`src/core_pkg.sv`:
```
`default_nettype none

package core_pkg;

	// opcode field, bits 31..26 of the instruction word
	typedef enum logic [5:0] {
		OP_NOP  = 6'h00,
		OP_ADD  = 6'h01,
		OP_SUB  = 6'h02,
		OP_AND  = 6'h03,
		OP_XOR  = 6'h04,
		OP_ADDI = 6'h05,
		OP_MUL  = 6'h06
	} op_e;

	// bit positions in the one-hot forwarding source
	localparam int FWD_RF = 0;
	localparam int FWD_M1 = 1;
	localparam int FWD_M2 = 2;
	localparam int FWD_WB = 3;

	// register-register format, rd = rj op rk
	typedef struct packed {
		logic [10:0] pad;
		logic [4:0]  rk;
		logic [4:0]  rj;
		logic [4:0]  rd;
	} r_body_t;

	// immediate format, rd = rj op imm
	typedef struct packed {
		logic [3:0]  pad;
		logic [11:0] imm;
		logic [4:0]  rj;
		logic [4:0]  rd;
	} i_body_t;

	typedef union packed {
		r_body_t r;
		i_body_t i;
	} inst_body_u;

	typedef struct packed {
		op_e             op;
		// r_reg[0] is rk, r_reg[1] is rj
		logic [1:0][4:0] r_reg;
		logic [4:0]      w_reg;
		logic [11:0]     imm;
		logic            use_imm;
		// result only after m2
		logic            slow;
		logic            pipe0_only;
	} dec_inst_t;

	typedef struct packed {
		logic [3:0] src;
		logic       pipe;
	} fwd_src_t;

	typedef struct packed {
		logic                valid;
		dec_inst_t           inst;
		fwd_src_t [1:0]      fwd;
	} issue_slot_t;

	typedef struct packed {
		logic       valid;
		logic [4:0] w_reg;
	} wb_ctrl_t;

endpackage

`default_nettype wire

```
`src/inst_decode.sv`:
```
`timescale 1ns/1ps
`default_nettype none

module inst_decode import core_pkg::*; (
	input  logic [31:0] inst_word_i,
	input  logic        valid_i,
	output dec_inst_t   dec_o
);

	logic [5:0] opcode;
	inst_body_u body;

	assign opcode = inst_word_i[31:26];
	assign body = inst_word_i[25:0];

	always_comb begin
		// invalid or unknown words fall through as nop
		dec_o = '0;
		dec_o.op = OP_NOP;
		if (valid_i) begin
			case (opcode)
				OP_ADD, OP_SUB, OP_AND, OP_XOR: begin
					dec_o.op = op_e'(opcode);
					dec_o.r_reg[0] = body.r.rk;
					dec_o.r_reg[1] = body.r.rj;
					dec_o.w_reg = body.r.rd;
				end
				OP_ADDI: begin
					dec_o.op = OP_ADDI;
					dec_o.r_reg[1] = body.i.rj;
					dec_o.w_reg = body.i.rd;
					dec_o.imm = body.i.imm;
					dec_o.use_imm = 1'b1;
				end
				OP_MUL: begin
					dec_o.op = OP_MUL;
					dec_o.r_reg[0] = body.r.rk;
					dec_o.r_reg[1] = body.r.rj;
					dec_o.w_reg = body.r.rd;
					// only pipe 0 carries the multiplier
					dec_o.slow = 1'b1;
					dec_o.pipe0_only = 1'b1;
				end
				default: begin
					dec_o.op = OP_NOP;
				end
			endcase
		end
	end

endmodule

`default_nettype wire

```
`config.mk`:
```
export PLATFORM = sky130hd
export DESIGN_NAME = inst_decode
export DESIGN_NICKNAME = d
export VERILOG_FILES = /design/src/core_pkg.sv /design/src/inst_decode.sv
export SDC_FILE = /design/constraint.sdc
export NUM_CORES = 1
export LEC_CHECK = 0
export ABC_CLOCK_PERIOD_IN_PS = 1500
export BUFFER_PORTS_ARGS = -buffer_cell sky130_fd_sc_hd__clkbuf_2
export CORE_MARGIN = 2
export CORE_UTILIZATION = 32
export DETAILED_ROUTE_END_ITERATION = 16
export PLACE_DENSITY_LB_ADDON = 0.08
export SLEW_MARGIN = 20
export SYNTH_ARGS = -nofsm -noshare
export SYNTH_HDL_FRONTEND = slang
export SYNTH_SLANG_ARGS = --single-unit
```
`constraint.sdc`:
```
create_clock -name vclk -period 1.5
set_input_delay 0.3 -clock vclk [all_inputs]
set_output_delay 0.3 -clock vclk [all_outputs]
set_load 0.03 [all_outputs]
```
==> impl_summary.log <==
INFO  metric top_usage_layer = met2
INFO  metric numSequentialCells = 0
INFO  metric min-delay-start = inst_word_i[3]
INFO  metric detail-route-antenna-nets = 0
INFO  metric min_period = approximately 1.7 ns
INFO  metric p_int = 103 µW
INFO  metric timing.critical_path.required = roughly 1.2 ns
INFO  metric dpl.cell_count = 128
INFO  metric worst-setup-path-type = in2out
INFO  metric clock_power_share = 0
INFO  metric power_frac_seq = 0
INFO  metric finalWeightedCongestion = 0.677
INFO  metric total_power = 210 µW
INFO  metric achievable-frequency = 590 MHz
INFO  metric die_height = around 43 µm
INFO  metric worst_hold_path_type = in2out
INFO  metric gr-usage-met1 = 0.223
INFO  metric finalWirelength = 3130 µm
INFO  metric grt_first_pass_wirelength = 2960 µm
INFO  metric grt_setup_unrepaired = true
INFO  metric fin_nets = 151
INFO  metric gr-usage-met2 = 0.403
INFO  metric setup.worst_path.start = inst_word_i[27]
INFO  metric cp_max_fo = 13
INFO  metric layout.area.seq = 0 µm²
INFO  metric post-place-ws = -0.185 ns
INFO  metric fp.coreArea = 0.00135 mm²
INFO  metric diodes = 0
INFO  metric cp_num_buf_inv = 4
INFO  metric crit_path_top_delay_cell = and4_1
INFO  metric wire_per_inst = 23.9 µm
INFO  metric yosys.area.top_type_share = 0.220
INFO  metric power.density_cell_area = between 150 and 200 mW/mm²
INFO  metric die_area = 0.00182 mm²
INFO  metric yosysSeqAreaShare = 0
INFO  metric cts.hold.buffers_added = 0
INFO  metric yosys_warnings = 0
INFO  metric die_w = 42.6 µm
INFO  metric status = finished with violations
INFO  metric port_buffers = 62
INFO  metric power.static_leakage = 0.607 nW
INFO  metric synth_area = 478 µm²
INFO  metric final_max_slew_viol_count = 0
INFO  metric critical-path-max-stage-delay = approximately 0.27 ns
INFO  metric drv_cap = 0
INFO  metric hold_path_depth = 3
INFO  metric max-vdd-ir-drop = ~140 µV
INFO  metric comb_power_share = 1.000
INFO  metric floorplan.initialDensity = 0.354
INFO  metric timing.final.hold_violations = 0
INFO  metric antenna_found_initial = 0
INFO  metric synthCells = 52
INFO  metric timing.critical_path.arrival = 1.40 ns
INFO  metric drive_above_1_share = 0.810
INFO  metric dr.first_iter.drc_count = 23
INFO  metric finalCritPeriodShare = 1.13
INFO  metric largest_cells_by_area_after_synthesis = and4_1, nor4bb_2, and4b_1
INFO  metric grt_start_max_net_pins = 33
INFO  metric clock_buffer_count = 0
INFO  metric first_pass_iters = 4
INFO  metric rows = 13
INFO  metric vias = 798
INFO  metric grt_pass1_vias = approximately 660
INFO  metric synthToLayoutAreaGrowth = 173%
INFO  metric grt_remaining_overflow = 0
INFO  metric timing.hold.worst_endpoint = dec_o[18]
INFO  metric post_drt_via_cell_ratio = about 6.1
INFO  metric instances_no_fill = 131
INFO  metric mostFrequentLayoutCell = clkbuf_2
INFO  metric setup_violations = 33
INFO  metric final_cell_mix = clkbuf_2, clkbuf_8, buf_8
INFO  metric violated_checks = setup timing
INFO  metric critical_path_most_common_cell = buf_4
INFO  metric power.switching = 107 µW
INFO  metric critical_path.cell_chain = clkbuf_2 -> buf_4 -> nor2b_1 -> buf_4 -> and4_1 -> buf_8
INFO  metric design.portCount = 69
INFO  metric groute.usage.overall = 0.200
INFO  metric sw_frac_of_total = 0.509
INFO  metric worst_setup_path_end_kind = primary output
INFO  metric critical_path.startpoint_type = primary input
INFO  metric syn-mean-instance-area = 9.19 µm²
INFO  metric synth_top_cell_by_area = and4_1
INFO  metric global_route.usage.met3 = 0.0345
INFO  metric dp_hpwl = 1190 µm
INFO  metric detail_route.drc_violations = 0
INFO  metric timing.final.ws_setup = -0.196 ns
INFO  metric critical-path-top-delay-family = buffers and inverters
INFO  metric synth_cell_types = 16
worst min-delay path, delay by kind of cell:
kind                   cells  cell delay [ns]
buffers and inverters      2             0.24
and+or+nand+nor            1             0.15
metal layers:
layer / share of wire / up-vias
met5: 0 / -
met3: 0.11 / 14
met1: 0.34 / 375
met4: 0.056 / 0
li1: - / 333
met2: 0.50 / 76
through the flow:
step / area (µm²) / hold WS [ns] / setup TNS, ns / utilization
2_1_floorplan: 601 / 0.777 / -0.922 / -
3_3_place_gp: 918 / 0.993 / -3.64 / 0.680
3_5_place_dp: 918 / 0.999 / -4.71 / 0.680
4_1_cts: 1190 / 0.982 / -3.84 / 0.885
5_1_grt: 1310 / 0.994 / -5.91 / 0.967
6_report: 1310 / 0.987 / -5.37 / 0.967
cell type report:
class | count | area [µm²]
Timing Repair Buffer | 74 | 767
Multi-Input combinational cell | 42 | 519
Fill cell | 24 | 45.0
Tap cell | 15 | 18.8
how the worst max path moves through the flow:
| stage | cells after the start | slack (ns) | to |
|---|---|---|---|
| final | 6 | -0.20 | dec_o[9] |
| after global routing | 6 | -0.22 | dec_o[27] |
| after CTS | 5 | -0.17 | dec_o[0] |
| after detailed placement | 5 | -0.19 | dec_o[1] |
| after global placement | 5 | -0.15 | dec_o[29] |
| after floorplan | 4 | -0.14 | dec_o[1] |
power by group through the flow:
stage	Sequential, mW	Combinational (mW)	Clock (mW)
final	0	0.210	0
after global routing	0	0.218	0
after CTS	0	0.177	0
after detailed placement	0	0.163	0
after global placement	0	0.161	0
after floorplan	0	0.105	0
cell families after synthesis:
kind of cell,count (synthesis),share of synthesized area
buf+inv,12,0.162
simple gates,39,0.830
other cells,1,0.00785
cells in the mapped netlist (all sizes together):
cell type  number
and3            5
nor4bb          8
and4b           6
nand2           3
and4           12
conb            1
nor2b           1
nor3            1
clkbuf          2
nor4b           1
and4bb          2
buf            10
timing repair:
action	in CTS	in global routing
pin swaps	0	11
gates cloned	0	2
resized for setup	64	23
setup endpoints to repair	33	33
buffers inserted	0	1
Note: power is estimated with default switching activity, not from simulation.
