===== src/core_pkg.sv =====
`default_nettype none

package core_pkg;

	// opcode field, bits 31..26 of the instruction word
	typedef enum logic [5:0] {
		OP_NOP  = 6'h00,
		OP_ADD  = 6'h01,
		OP_SUB  = 6'h02,
		OP_AND  = 6'h03,
		OP_XOR  = 6'h04,
		OP_ADDI = 6'h05,
		OP_MUL  = 6'h06
	} op_e;

	// bit positions in the one-hot forwarding source
	localparam int FWD_RF = 0;
	localparam int FWD_M1 = 1;
	localparam int FWD_M2 = 2;
	localparam int FWD_WB = 3;

	// register-register format, rd = rj op rk
	typedef struct packed {
		logic [10:0] pad;
		logic [4:0]  rk;
		logic [4:0]  rj;
		logic [4:0]  rd;
	} r_body_t;

	// immediate format, rd = rj op imm
	typedef struct packed {
		logic [3:0]  pad;
		logic [11:0] imm;
		logic [4:0]  rj;
		logic [4:0]  rd;
	} i_body_t;

	typedef union packed {
		r_body_t r;
		i_body_t i;
	} inst_body_u;

	typedef struct packed {
		op_e             op;
		// r_reg[0] is rk, r_reg[1] is rj
		logic [1:0][4:0] r_reg;
		logic [4:0]      w_reg;
		logic [11:0]     imm;
		logic            use_imm;
		// result only after m2
		logic            slow;
		logic            pipe0_only;
	} dec_inst_t;

	typedef struct packed {
		logic [3:0] src;
		logic       pipe;
	} fwd_src_t;

	typedef struct packed {
		logic                valid;
		dec_inst_t           inst;
		fwd_src_t [1:0]      fwd;
	} issue_slot_t;

	typedef struct packed {
		logic       valid;
		logic [4:0] w_reg;
	} wb_ctrl_t;

endpackage

`default_nettype wire


===== src/regfile.sv =====
`timescale 1ns/1ps
`default_nettype none

module regfile import core_pkg::*; #(
	parameter int DATA_W = 32
) (
	input  logic                   clk,
	input  logic                   rst_n,
	input  logic [3:0][4:0]        raddr_i,
	output logic [3:0][DATA_W-1:0] rdata_o,
	input  wb_ctrl_t [1:0]         wb_ctrl_i,
	input  logic [1:0][DATA_W-1:0] wb_data_i
);

	logic [DATA_W-1:0] mem [32];

	always_ff @(posedge clk) begin
		for (int p = 0; p < 2; p++) begin
			if (wb_ctrl_i[p].valid && (wb_ctrl_i[p].w_reg != 5'd0)) begin
				mem[wb_ctrl_i[p].w_reg] <= wb_data_i[p];
			end
		end
	end

	// write-first: a same-cycle writeback overrides the stored word
	always_comb begin
		for (int r = 0; r < 4; r++) begin
			rdata_o[r] = mem[raddr_i[r]];
			for (int p = 0; p < 2; p++) begin
				if (wb_ctrl_i[p].valid && (wb_ctrl_i[p].w_reg == raddr_i[r])) begin
					rdata_o[r] = wb_data_i[p];
				end
			end
			if (raddr_i[r] == 5'd0) begin
				rdata_o[r] = '0;
			end
		end
	end

	// pair checks at issue keep both pipes off the same register
	a_one_writer: assert property (@(posedge clk) disable iff (!rst_n)
		wb_ctrl_i[0].valid && wb_ctrl_i[1].valid |-> wb_ctrl_i[0].w_reg != wb_ctrl_i[1].w_reg);

endmodule

`default_nettype wire


===== config.mk =====
export PLATFORM = sky130hd
export DESIGN_NAME = regfile
export DESIGN_NICKNAME = d
export VERILOG_FILES = /design/src/core_pkg.sv /design/src/regfile.sv
export SDC_FILE = /design/constraint.sdc
export NUM_CORES = 2
export LEC_CHECK = 0
export ABC_CLOCK_PERIOD_IN_PS = 5650
export BUFFER_PORTS_ARGS = -buffer_cell sky130_fd_sc_hd__buf_2
export CAP_MARGIN = 20
export CORE_ASPECT_RATIO = 1.1
export CORE_MARGIN = 2
export CORE_UTILIZATION = 45
export CTS_CLUSTER_DIAMETER = 60
export DETAILED_ROUTE_END_ITERATION = 7
export PLACE_DENSITY = 0.57
export SYNTH_ARGS = -nofsm -noshare
export SYNTH_HDL_FRONTEND = slang
export SYNTH_SLANG_ARGS = --single-unit

===== constraint.sdc =====
create_clock -name clk -period 5.65 [get_ports clk]
set_input_delay 0 -clock clk [delete_from_list [all_inputs] [get_ports clk]]
set_output_delay 0 -clock clk [all_outputs]
set_load 0.02 [all_outputs]

==> metrics list <==
* Max Freq: ~250 MHz
- Data arrival time of the worst path: 3940 ps
- Die area: approximately 180,000 sq um
* Cell area after technology mapping: slightly below 80,000 sq um
- Maximum number of pins on one net before global-route repair: 92
- Max-cap violations in this run came to 0.
- Global routing used 39.4% of the available tracks.
- The post-route netlist has 50.3% of its cells at a drive strength greater than 1.
- Synthesis inferred between 1,000 and 1,500 register bits.
* Number of buffers added by the clock tree synthesis step: 139
- Summing over every cut layer, the via total after detailed routing is ~61,000.
- After the last flow step, the layout net total stands at 5,407.
- The share of synthesized area in the top cell type comes to between 30% and 40%.
- Site row count: 161
- Once the clock tree was built, the setup fixing pass inserted 0 buffers.
- Number of cells in the finished layout apart from fillers: about 7,700
- The core region is 175,000 sq um.
- The initial utilization of the core area, before any placement, comes to 45.3%.
- STA classifies the critical path startpoint as an input port.
- Detailed-route vias per instance: approximately 7.9
- Once placement finished, the instance area stood at just over 80,000 sq um.
- Type of destination of the critical path: output pin
- The floorplan step set the die width to 404 microns.
* DR pass1 iterations: 7
- The register with the most flip-flops in the layout has between 1,000 and 1,500 of them.
- DP HPWL: 201,000 microns
- After synthesis, the cell types taking the most area are edfxtp_1 39%, mux4_2 22%, mux2_2 17%, mux2i_1 4.8%, clkbuf_1 2.2%.
* Setup TNS Final: 0 ps
- The first global-routing pass estimated between 400,000 and 500,000 microns of wire.
* Number of enable-type register cells in the synthesized netlist: 1,024
* Synthesis-to-layout area growth: 10.1%
* Top Ports: ~230
* Filler instances: 15,095
- After detailed routing, the average wire length per cell comes to 46.5 microns.
- For this run, the number of Yosys warnings is 0.
- Most common library cell in the layout ignoring fill and taps: mux2_2
* Max transition margin: around 17%
- The H-tree was split into 4 levels.
* Remaining design rule violation count: 0
* Classification of the worst setup path: input port to output pin
* Flip-flop cell with the highest count after synthesis: edfxtp_1
- Antenna violations before repair: 24
- The final critical path takes up 69.7% of the cycle.
* Sequential share of the synthesized area: ~39%
- Routability congestion estimate: 0.903
- Master cell of the clock root buffer: clkbuf_16
- The worst-case IR drop observed on VDD is 0.329 mV.
- Fraction of registers with async set/reset: 0%
* Count of placed standard cells including taps: 7,388
- Clock buffer depth: 3
- Run status: finished clean
* Commonest cells after routing, fill and taps aside: 1,217 x mux2_2, 1,024 x edfxtp_1, 779 x mux4_2
- Min Clock Period, post-route: 3940 ps
- Worst Tran Pin Value: around 1200 ps
* Worst hold path type: input port to flip-flop
- The number of failing hold endpoints at the final stage was 0.
- Number of global-route vias before repair: 59,091
* Biggest fanout along the worst timing path: 29
- Final wirelength: approximately 360,000 microns
- DRC violation total after the first TritonRoute iteration: 9,545
- Power spread over the standard cell area amounts to 252 nW/um^2.
- TritonCTS built the clock tree.
- Buffers added on ports: 224
- Setup repair after global routing left no endpoint under its margin.
- The total overflow left after global routing is 0.
- Die H: approximately 440 microns
* Critical Path RT: 5650 ps
- The count of nets left with antenna violations once routing finished came out at 0.
* Post-synthesis instance total: 5,518
* Number of setup violations in the final report: 0
* Final core occ: 49.8%
- The clock drives roughly 1,000 sinks.
* Static leakage power: 29.4 nW
* Area of all placed cells without fillers: just under 90,000 sq um
- The max-slew violation total from the final report came to 0.
* Yosys top cell by area: edfxtp_1
* Clock edge transition at the registers on the reported setup and hold paths: 60 ps
* Netlist cell types: 50
- Avg Synthesized Cell Area: 14.4 sq um
==> cell type report <==
cell class                 instances  area (sq um)  share of cell area (%)
clock inverter                    85           861                   0.987
inverter                           4          15.0                  0.0172
antenna                           10          25.0                  0.0287
sequential                      1024         30700                    35.2
multi-input combinational       3666         45500                    52.1
tap                             2282          2860                    3.27
clock buffer                     162          3650                    4.18
timing repair buffer             474          3600                    4.13
==> final timing paths <==
kind	depth (start not counted)	endpoint	start	slack, ps
worst max-delay path	9	rdata_o[25]	raddr_i[2]	1710
worst min-delay path	2	mem[20][26]	wb_data_i[58]	70
==> worst max-delay path: stages <==
cell	delay, ps
buf_4	650
buf_4	570
and2_4	790
buf_4	580
a22o_1	230
a211oi_1	70
nor4_1	480
a221o_1	190
buf_2	170
==> report_power, final <==
group	switching [mW]	internal, mW
Sequential	0.151	8.59
Combinational	2.53	1.77
Clock	3.73	5.27
==> cell families after synthesis <==
group	count (synthesis)	synth area share [%]
AOI/OAI and AO/OA	814	8.95
xor gates and xnor gates	40	0.442
DFF	1024	38.8
muxes	2379	44.3
and+or+nand+nor	401	2.64
buffers and inverters	859	4.91
other	1	0.00473
==> repair_timing <==
item,CTS,global route
resized for setup,0,0
hold buffers,59,0
hold endpoints to repair,765,0
==> per-stage QoR <==
stage          hold slack [ps]  power, mW  setup WS (ps)
2_1_floorplan              167       11.7           2220
3_3_place_gp               438       13.0           2010
3_5_place_dp               435       13.0           2060
4_1_cts                   10.7       21.9           2040
5_1_grt                   74.1       22.4           1950
6_report                  69.6       22.0           1710
==> routing by layer <==
layer	vias to the layer above	global-route usage [%]	share of wire (%)
li1	22878	-	-
met1	31223	50.2	36
met2	5074	57.3	43
met3	1372	13.5	14
met4	22	25.3	7.5
met5	-	0.486	0.069
==> synthesized netlist by cell type, types with 3 or more instances <==
cell type,instances
and3b_1,5
a2111oi_0,3
nor2b_1,15
buf_1,85
mux4_2,779
buf_6,28
nor4_1,125
a22oi_1,4
and2_1,8
nand3b_1,8
nand4_1,5
buf_4,50
o22ai_1,20
nor2_1,27
nor3_1,6
o221ai_1,124
inv_1,3
nand3_1,7
edfxtp_1,1024
and3_1,5
a31oi_1,3
xor2_1,16
xnor2_1,24
buf_2,218
mux2_2,1217
nor2_2,3
or4b_1,3
o211a_1,120
or3b_2,5
clkbuf_1,474
o21ai_2,3
a221o_1,128
a22o_1,123
nand2_1,159
a21oi_1,4
mux2i_1,382
a221oi_1,120
nor3b_1,15
o21ai_0,30
a211oi_1,128
No activity file was read; power rests on OpenSTA's default activity.
