### src/core_pkg.sv
`default_nettype none

package core_pkg;

	// opcode field, bits 31..26 of the instruction word
	typedef enum logic [5:0] {
		OP_NOP  = 6'h00,
		OP_ADD  = 6'h01,
		OP_SUB  = 6'h02,
		OP_AND  = 6'h03,
		OP_XOR  = 6'h04,
		OP_ADDI = 6'h05,
		OP_MUL  = 6'h06
	} op_e;

	// bit positions in the one-hot forwarding source
	localparam int FWD_RF = 0;
	localparam int FWD_M1 = 1;
	localparam int FWD_M2 = 2;
	localparam int FWD_WB = 3;

	// register-register format, rd = rj op rk
	typedef struct packed {
		logic [10:0] pad;
		logic [4:0]  rk;
		logic [4:0]  rj;
		logic [4:0]  rd;
	} r_body_t;

	// immediate format, rd = rj op imm
	typedef struct packed {
		logic [3:0]  pad;
		logic [11:0] imm;
		logic [4:0]  rj;
		logic [4:0]  rd;
	} i_body_t;

	typedef union packed {
		r_body_t r;
		i_body_t i;
	} inst_body_u;

	typedef struct packed {
		op_e             op;
		// r_reg[0] is rk, r_reg[1] is rj
		logic [1:0][4:0] r_reg;
		logic [4:0]      w_reg;
		logic [11:0]     imm;
		logic            use_imm;
		// result only after m2
		logic            slow;
		logic            pipe0_only;
	} dec_inst_t;

	typedef struct packed {
		logic [3:0] src;
		logic       pipe;
	} fwd_src_t;

	typedef struct packed {
		logic                valid;
		dec_inst_t           inst;
		fwd_src_t [1:0]      fwd;
	} issue_slot_t;

	typedef struct packed {
		logic       valid;
		logic [4:0] w_reg;
	} wb_ctrl_t;

endpackage

`default_nettype wire

### src/exec_pipe.sv
`timescale 1ns/1ps
`default_nettype none

module exec_pipe import core_pkg::*; #(
	parameter int DATA_W       = 32,
	parameter bit PIPE_HAS_MUL = 1'b1
) (
	input  logic                   clk,
	input  logic                   rst_n,
	input  logic                   stall_i,
	input  issue_slot_t            slot_i,
	input  logic [1:0][DATA_W-1:0] opnd_i,
	input  wb_ctrl_t [2:0]         peer_ctrl_i,
	input  logic [2:0][DATA_W-1:0] peer_data_i,
	output wb_ctrl_t [2:0]         own_ctrl_o,
	output logic [2:0][DATA_W-1:0] own_data_o,
	output wb_ctrl_t               wb_ctrl_o,
	output logic [DATA_W-1:0]      wb_data_o
);

	localparam int LO_W = DATA_W / 2;
	localparam int HI_W = DATA_W - LO_W;
	// the pipe with the multiplier is pipe 0
	localparam bit OWN_PIPE = !PIPE_HAS_MUL;

	issue_slot_t ex_slot_q;
	logic [1:0][DATA_W-1:0] ex_opnd_q;
	wb_ctrl_t [1:0][2:0] src_ctrl;
	logic [1:0][2:0][DATA_W-1:0] src_data;
	wb_ctrl_t [1:0] opnd_ctrl;
	logic [1:0][DATA_W-1:0] opnd;
	logic [DATA_W-1:0] alu_a;
	logic [DATA_W-1:0] alu_b;
	logic [DATA_W-1:0] alu_res;
	wb_ctrl_t ex_ctrl;
	logic ex_mul;

	wb_ctrl_t m1_ctrl_q;
	logic m1_mul_q;
	logic [DATA_W-1:0] m1_res_q;
	logic [DATA_W-1:0] m1_a_q;
	logic [DATA_W-1:0] m1_b_q;
	logic [DATA_W-1:0] m1_pll;
	logic [HI_W-1:0] m1_pcr;

	wb_ctrl_t m2_ctrl_q;
	logic m2_mul_q;
	logic [DATA_W-1:0] m2_res_q;
	logic [DATA_W-1:0] m2_pll_q;
	logic [HI_W-1:0] m2_pcr_q;
	logic [DATA_W-1:0] m2_result;

	wb_ctrl_t wb_ctrl_q;
	logic [DATA_W-1:0] wb_res_q;

	// operand select: register file or a named stage of either pipe
	always_comb begin
		for (int j = 0; j < 2; j++) begin
			if (ex_slot_q.fwd[j].pipe == OWN_PIPE) begin
				src_ctrl[j] = own_ctrl_o;
				src_data[j] = own_data_o;
			end else begin
				src_ctrl[j] = peer_ctrl_i;
				src_data[j] = peer_data_i;
			end
			opnd_ctrl[j] = '0;
			opnd[j] = ex_opnd_q[j];
			if (ex_slot_q.fwd[j].src[FWD_M1]) begin
				opnd_ctrl[j] = src_ctrl[j][0];
				opnd[j] = src_data[j][0];
			end else if (ex_slot_q.fwd[j].src[FWD_M2]) begin
				opnd_ctrl[j] = src_ctrl[j][1];
				opnd[j] = src_data[j][1];
			end else if (ex_slot_q.fwd[j].src[FWD_WB]) begin
				opnd_ctrl[j] = src_ctrl[j][2];
				opnd[j] = src_data[j][2];
			end
		end
	end

	// rj is operand 1, rk or the immediate is operand 0
	assign alu_a = opnd[1];
	assign alu_b = ex_slot_q.inst.use_imm ? DATA_W'($signed(ex_slot_q.inst.imm)) : opnd[0];

	always_comb begin
		case (ex_slot_q.inst.op)
			OP_ADD, OP_ADDI: alu_res = alu_a + alu_b;
			OP_SUB: alu_res = alu_a - alu_b;
			OP_AND: alu_res = alu_a & alu_b;
			OP_XOR: alu_res = alu_a ^ alu_b;
			default: alu_res = '0;
		endcase
	end

	assign ex_ctrl.valid = ex_slot_q.valid && (ex_slot_q.inst.w_reg != 5'd0);
	assign ex_ctrl.w_reg = ex_slot_q.inst.w_reg;
	assign ex_mul = ex_slot_q.valid && ex_slot_q.inst.slow;

	if (PIPE_HAS_MUL) begin : g_mul
		// m1: low product and cross terms, m2 adds them up
		assign m1_pll = m1_a_q[LO_W-1:0] * m1_b_q[LO_W-1:0];
		assign m1_pcr = m1_a_q[DATA_W-1:LO_W] * m1_b_q[LO_W-1:0] +
			m1_a_q[LO_W-1:0] * m1_b_q[DATA_W-1:LO_W];
	end else begin : g_no_mul
		assign m1_pll = '0;
		assign m1_pcr = '0;
	end

	assign m2_result = m2_mul_q ? (m2_pll_q + {m2_pcr_q, {LO_W{1'b0}}}) : m2_res_q;

	always_ff @(posedge clk) begin
		if (!rst_n) begin
			ex_slot_q <= '0;
			m1_ctrl_q <= '0;
			m1_mul_q <= 1'b0;
			m2_ctrl_q <= '0;
			m2_mul_q <= 1'b0;
			wb_ctrl_q <= '0;
		end else if (!stall_i) begin
			ex_slot_q <= slot_i;
			m1_ctrl_q <= ex_ctrl;
			m1_mul_q <= ex_mul;
			m2_ctrl_q <= m1_ctrl_q;
			m2_mul_q <= m1_mul_q;
			wb_ctrl_q <= m2_ctrl_q;
		end
	end

	always_ff @(posedge clk) begin
		if (!stall_i) begin
			ex_opnd_q <= opnd_i;
			m1_res_q <= alu_res;
			m1_a_q <= alu_a;
			m1_b_q <= alu_b;
			m2_res_q <= m1_res_q;
			m2_pll_q <= m1_pll;
			m2_pcr_q <= m1_pcr;
			wb_res_q <= m2_result;
		end
	end

	assign own_ctrl_o = {wb_ctrl_q, m2_ctrl_q, m1_ctrl_q};
	assign own_data_o = {wb_res_q, m2_result, m1_res_q};

	assign wb_ctrl_o.valid = m2_ctrl_q.valid & ~stall_i;
	assign wb_ctrl_o.w_reg = m2_ctrl_q.w_reg;
	assign wb_data_o = m2_result;

	// steering in the issue stage keeps mul off the pipe without a multiplier
	a_mul_pipe: assert property (@(posedge clk) disable iff (!rst_n)
		slot_i.valid && (slot_i.inst.op == OP_MUL) |-> PIPE_HAS_MUL);

	for (genvar j = 0; j < 2; j++) begin : g_fwd_chk
		// the stage picked by the scoreboard holds the producer of this operand
		a_fwd_match: assert property (@(posedge clk) disable iff (!rst_n)
			ex_slot_q.valid && !ex_slot_q.fwd[j].src[FWD_RF] |->
			opnd_ctrl[j].valid && (opnd_ctrl[j].w_reg == ex_slot_q.inst.r_reg[j]));
	end

endmodule

`default_nettype wire

### config.mk
export PLATFORM = sky130hd
export DESIGN_NAME = exec_pipe
export DESIGN_NICKNAME = d
export VERILOG_FILES = /design/src/core_pkg.sv /design/src/exec_pipe.sv
export SDC_FILE = /design/constraint.sdc
export NUM_CORES = 2
export LEC_CHECK = 0
export BUFFER_PORTS_ARGS = -buffer_cell sky130_fd_sc_hd__buf_4
export CELL_PAD_IN_SITES_DETAIL_PLACEMENT = 1
export CELL_PAD_IN_SITES_GLOBAL_PLACEMENT = 2
export CORE_ASPECT_RATIO = 1.2
export CORE_MARGIN = 5
export CORE_UTILIZATION = 42
export CTS_BUF_LIST = sky130_fd_sc_hd__clkbuf_16
export DETAILED_ROUTE_END_ITERATION = 8
export PLACE_DENSITY_LB_ADDON = 0.15
export RECOVER_POWER = 50
export SLEW_MARGIN = 5
export SYNTH_ARGS = -nofsm -noshare
export SYNTH_HDL_FRONTEND = slang
export SYNTH_SLANG_ARGS = --single-unit
export TNS_END_PERCENT = 5
### constraint.sdc
create_clock -name clk -period 19.4 [get_ports clk]
set_input_delay 2.91 -clock clk [delete_from_list [all_inputs] [get_ports clk]]
set_output_delay 2.91 -clock clk [all_outputs]
set_load 0.01 [all_outputs]
==> metrics.md <==
| Metric | Value |
|---|---|
| Transition time of the tightest slew-check pin | `5880 ps` |
| H-tree depth | `2` |
| Post-DP HPWL | `~91000 microns` |
| Met1 wire length | `about 50000 microns` |
| CTS hold repair buffers | `0` |
| Setup TNS | `0 ps` |
| Delay-heaviest family, CP | `buffers and inverters` |
| CP Data Required Time | `19530 ps` |
| Reg2reg start | `m2_mul_q` |
| CP startpoint kind | `input port` |
| Initial antenna violation count | `10` |
| Final setup fails | `0` |
| DRT iter0 DRCs | `about 1600` |
| Routability cong. | `approximately 0.86` |
| Type of the tightest min-delay check | `register to register` |
| Die height | `328 microns` |
| Post-Syn Instances | `3668` |
| Final hold vios | `0` |
| Share of cells above drive strength 1 | `12.8%` |
| R2R Path End | `m1_res_q[30]` |
| Met3 wire length | `around 6300 microns` |
| Resize count post-CTS | `0` |
| Number of global-route vias before repair | `29500` |
| Worst Setup SP | `stall_i` |
| Via Count | `27300` |
| Layout Area Growth over Synthesis | `12.9%` |
| DRT Pass-1 Iters | `5` |
| Most frequent cell after synthesis | `inv_1` |
| Failing checks | `capacitance limit, slew limit` |
| Synth cell types | `76` |
| Post-CTS Setup Repair Bufs | `0` |
| Dominant cell type by area after synthesis | `edfxtp_1` |
| MaxCap Viol Count | `4` |
| Die X | `275 microns` |
| Root Buffer | `clkbuf_16` |
| Fin crit share | `60.4%` |
| Sink Count | `326` |
| Top Layer Used | `met5` |
| Clk buf depth | `3` |
| Crit path to | `m2_pll_q[22]` |
| Cell Rows | `116` |
| Avg Cell Area, Syn | `9.64 sq um` |
| Largest cells by area after synthesis | `edfxtp_1 23%, fa_1 22%, ha_1 9.7%` |
| FF+latch count, synth | `326` |
| Status | `finished, violations left` |
| Post-route antenna net violation count | `0` |
| Fin crit period | `between 10000 and 15000 ps` |
| Nets | `4767` |
| Num ports | `380` |
| FF-to-FF path depth | `19` |
| Vias per cell | `5.43` |
| Worst-path clk slew | `around 70 ps` |
| Largest net degree at the start of global routing | `144` |
| Critical Path, Cell by Cell | `clkbuf_1 > clkinvlp_2 > buf_4` |
| Number of synthesized flops with an enable pin | `272` |
| Met2 wire len | `59200 microns` |
| First-pass GRT wire length | `181000 microns` |
| Kind of critical path | `input port to register` |
| Most common flop cell mapped by yosys | `edfxtp_1` |
| Final Skew | `25.0 ps` |
| DRT Wirelength | `120000 microns` |
| Crit. path cell count | `3` |
| Count of pins over their slew limit | `248` |
| Total GRT Usage | `between 20% and 30%` |
| Fmax | `about 85 MHz` |
| CP Capture Type | `register` |
| Routed WL per cell | `23.9 microns` |
| Rel. slew slack | `-292%` |
| Worst EP arrival | `between 10000 and 15000 ps` |
| Synthesis Warnings | `0` |
| Fraction of registers with async set/reset | `0%` |
| Crit-path max FO | `~140` |
| GRT Residual Overflow | `0` |
| CTS tree | `yes` |
| Register-to-register setup slack | `10000 ps` |
| DIE AREA | `90100 sq um` |
| Initial Utilization | `42.4%` |
| Synth top cells by count | `533 x inv_1, 455 x nand2_1, 380 x fa_1, 275 x ha_1, 272 x edfxtp_1` |
| Synthesized area | `roughly 35000 sq um` |
| Syn Nets | `4551` |
| Unrepaired setup endpoints after global routing | `false` |
| Port bufs | `348` |
| Inserted Clock Buffers | `35` |
| Post-synth top area share | `a little under a quarter` |
| DRC | `0` |
| Clk_lat worst skew | `560 ps` |
| Worst path slowest cell | `clkinvlp_2` |
| Core area | `around 83000 sq um` |
| Register area share after synthesis | `26.2%` |
| Slowest stage delay, CP | `5400 ps` |
| Bufs and invs on worst path | `3` |
-- worst reg2reg max path, cell delays in order, from the launching register on --
cell and delay, ps:
dfxtp_1 500, clkbuf_1 1890, mux2_1 570, mux2_2 310
a221oi_1 570, a41oi_1 320, or4_4 530, or3_1 390
o31a_1 310, xnor2_1 140, ha_1 390, a2111oi_0 790
nand2b_1 110, o311ai_0 720, o21ai_0 380, a31oi_1 440
nand2b_1 160, a21oi_1 80, nor4bb_1 150, or3_1 400
-- per-stage QoR --
step | cell area [sq um] | setup slack (ps) | instances | util [%] | hold slack (ps)
after CTS | 40000 | 10370 | 5030 | 48.0 | 507
final | 39900 | 7680 | 5032 | 47.8 | 507
after floorplan | 35400 | 9960 | 3668 | - | 483
after detailed placement | 38900 | 9830 | 4968 | 46.6 | 496
after global routing | 39900 | 6890 | 5031 | 47.8 | 540
after global placement | 38900 | 9850 | 4968 | 46.6 | 489
-- layout by cell type (no fill, tap or decap), drive strengths merged, types with 30 or more instances in the layout --
cell type,count
mux2i,167
nand2,455
inv,538
mux2,52
nor2,131
xnor2,101
o21ai,104
a21o,32
xor2,52
clkbuf,120
a211oi,90
fa,380
ha,275
buf,328
nand2b,30
edfxtp,272
dfxtp,54
nor2b,73
a21oi,129
and2,216
-- worst min-delay path by stage --
stage	startpoint	cells past startpoint	slack (ps)	end
CTS	own_ctrl_o[5]	2	510	own_ctrl_o[5]
floorplan	m1_mul_q	2	480	m2_mul_q
detailed placement	own_ctrl_o[5]	2	500	own_ctrl_o[5]
global route	own_ctrl_o[5]	2	540	own_ctrl_o[5]
finish	own_ctrl_o[5]	2	510	own_ctrl_o[5]
global placement	own_ctrl_o[5]	2	490	own_ctrl_o[5]
-- cells by family after synthesis --
family / Yosys count / share of synthesized area (%)
buffers and inverters: 765 / 8.60
DFF: 326 / 26.2
AOI/OAI and AO/OA: 530 / 9.86
xor gates and xnor gates: 153 / 3.79
muxes: 219 / 6.45
and+or+nand+nor: 1020 / 13.9
adders and majority gates: 655 / 31.2
-- registers in the layout (all words and copies together), names as in the netlist --
register	count
m1_a_q	32
ex_opnd_q	64
m2_pcr_q	16
m2_res_q	32
ex_ctrl	5
ex_slot_q	29
m2_pll_q	32
m1_res_q	32
m1_b_q	32
wb_res_q	32
own_ctrl_o	18
m2_mul_q	1
m1_mul_q	1
-- metal layers --
| layer | GRT usage (%) | vias up |
|---|---|---|
| met4 | 7.73 | 2 |
| li1 | - | 12500 |
| met5 | 0 | - |
| met2 | 45.9 | 709 |
| met3 | 4.14 | 151 |
| met1 | 34.2 | 14000 |
-- layout make-up --
type	instances	area (sq um)
fill	9463	43500
multi-input combinational	2577	23100
sequential	326	9260
timing repair buffer	410	2990
inverter	534	2010
tap	1121	1400
clock buffer	38	951
clock inverter	24	229
antenna	2	5.00
Power is not shown: default switching activity piles up to over one toggle a cycle in this logic, so the estimate is an artifact.
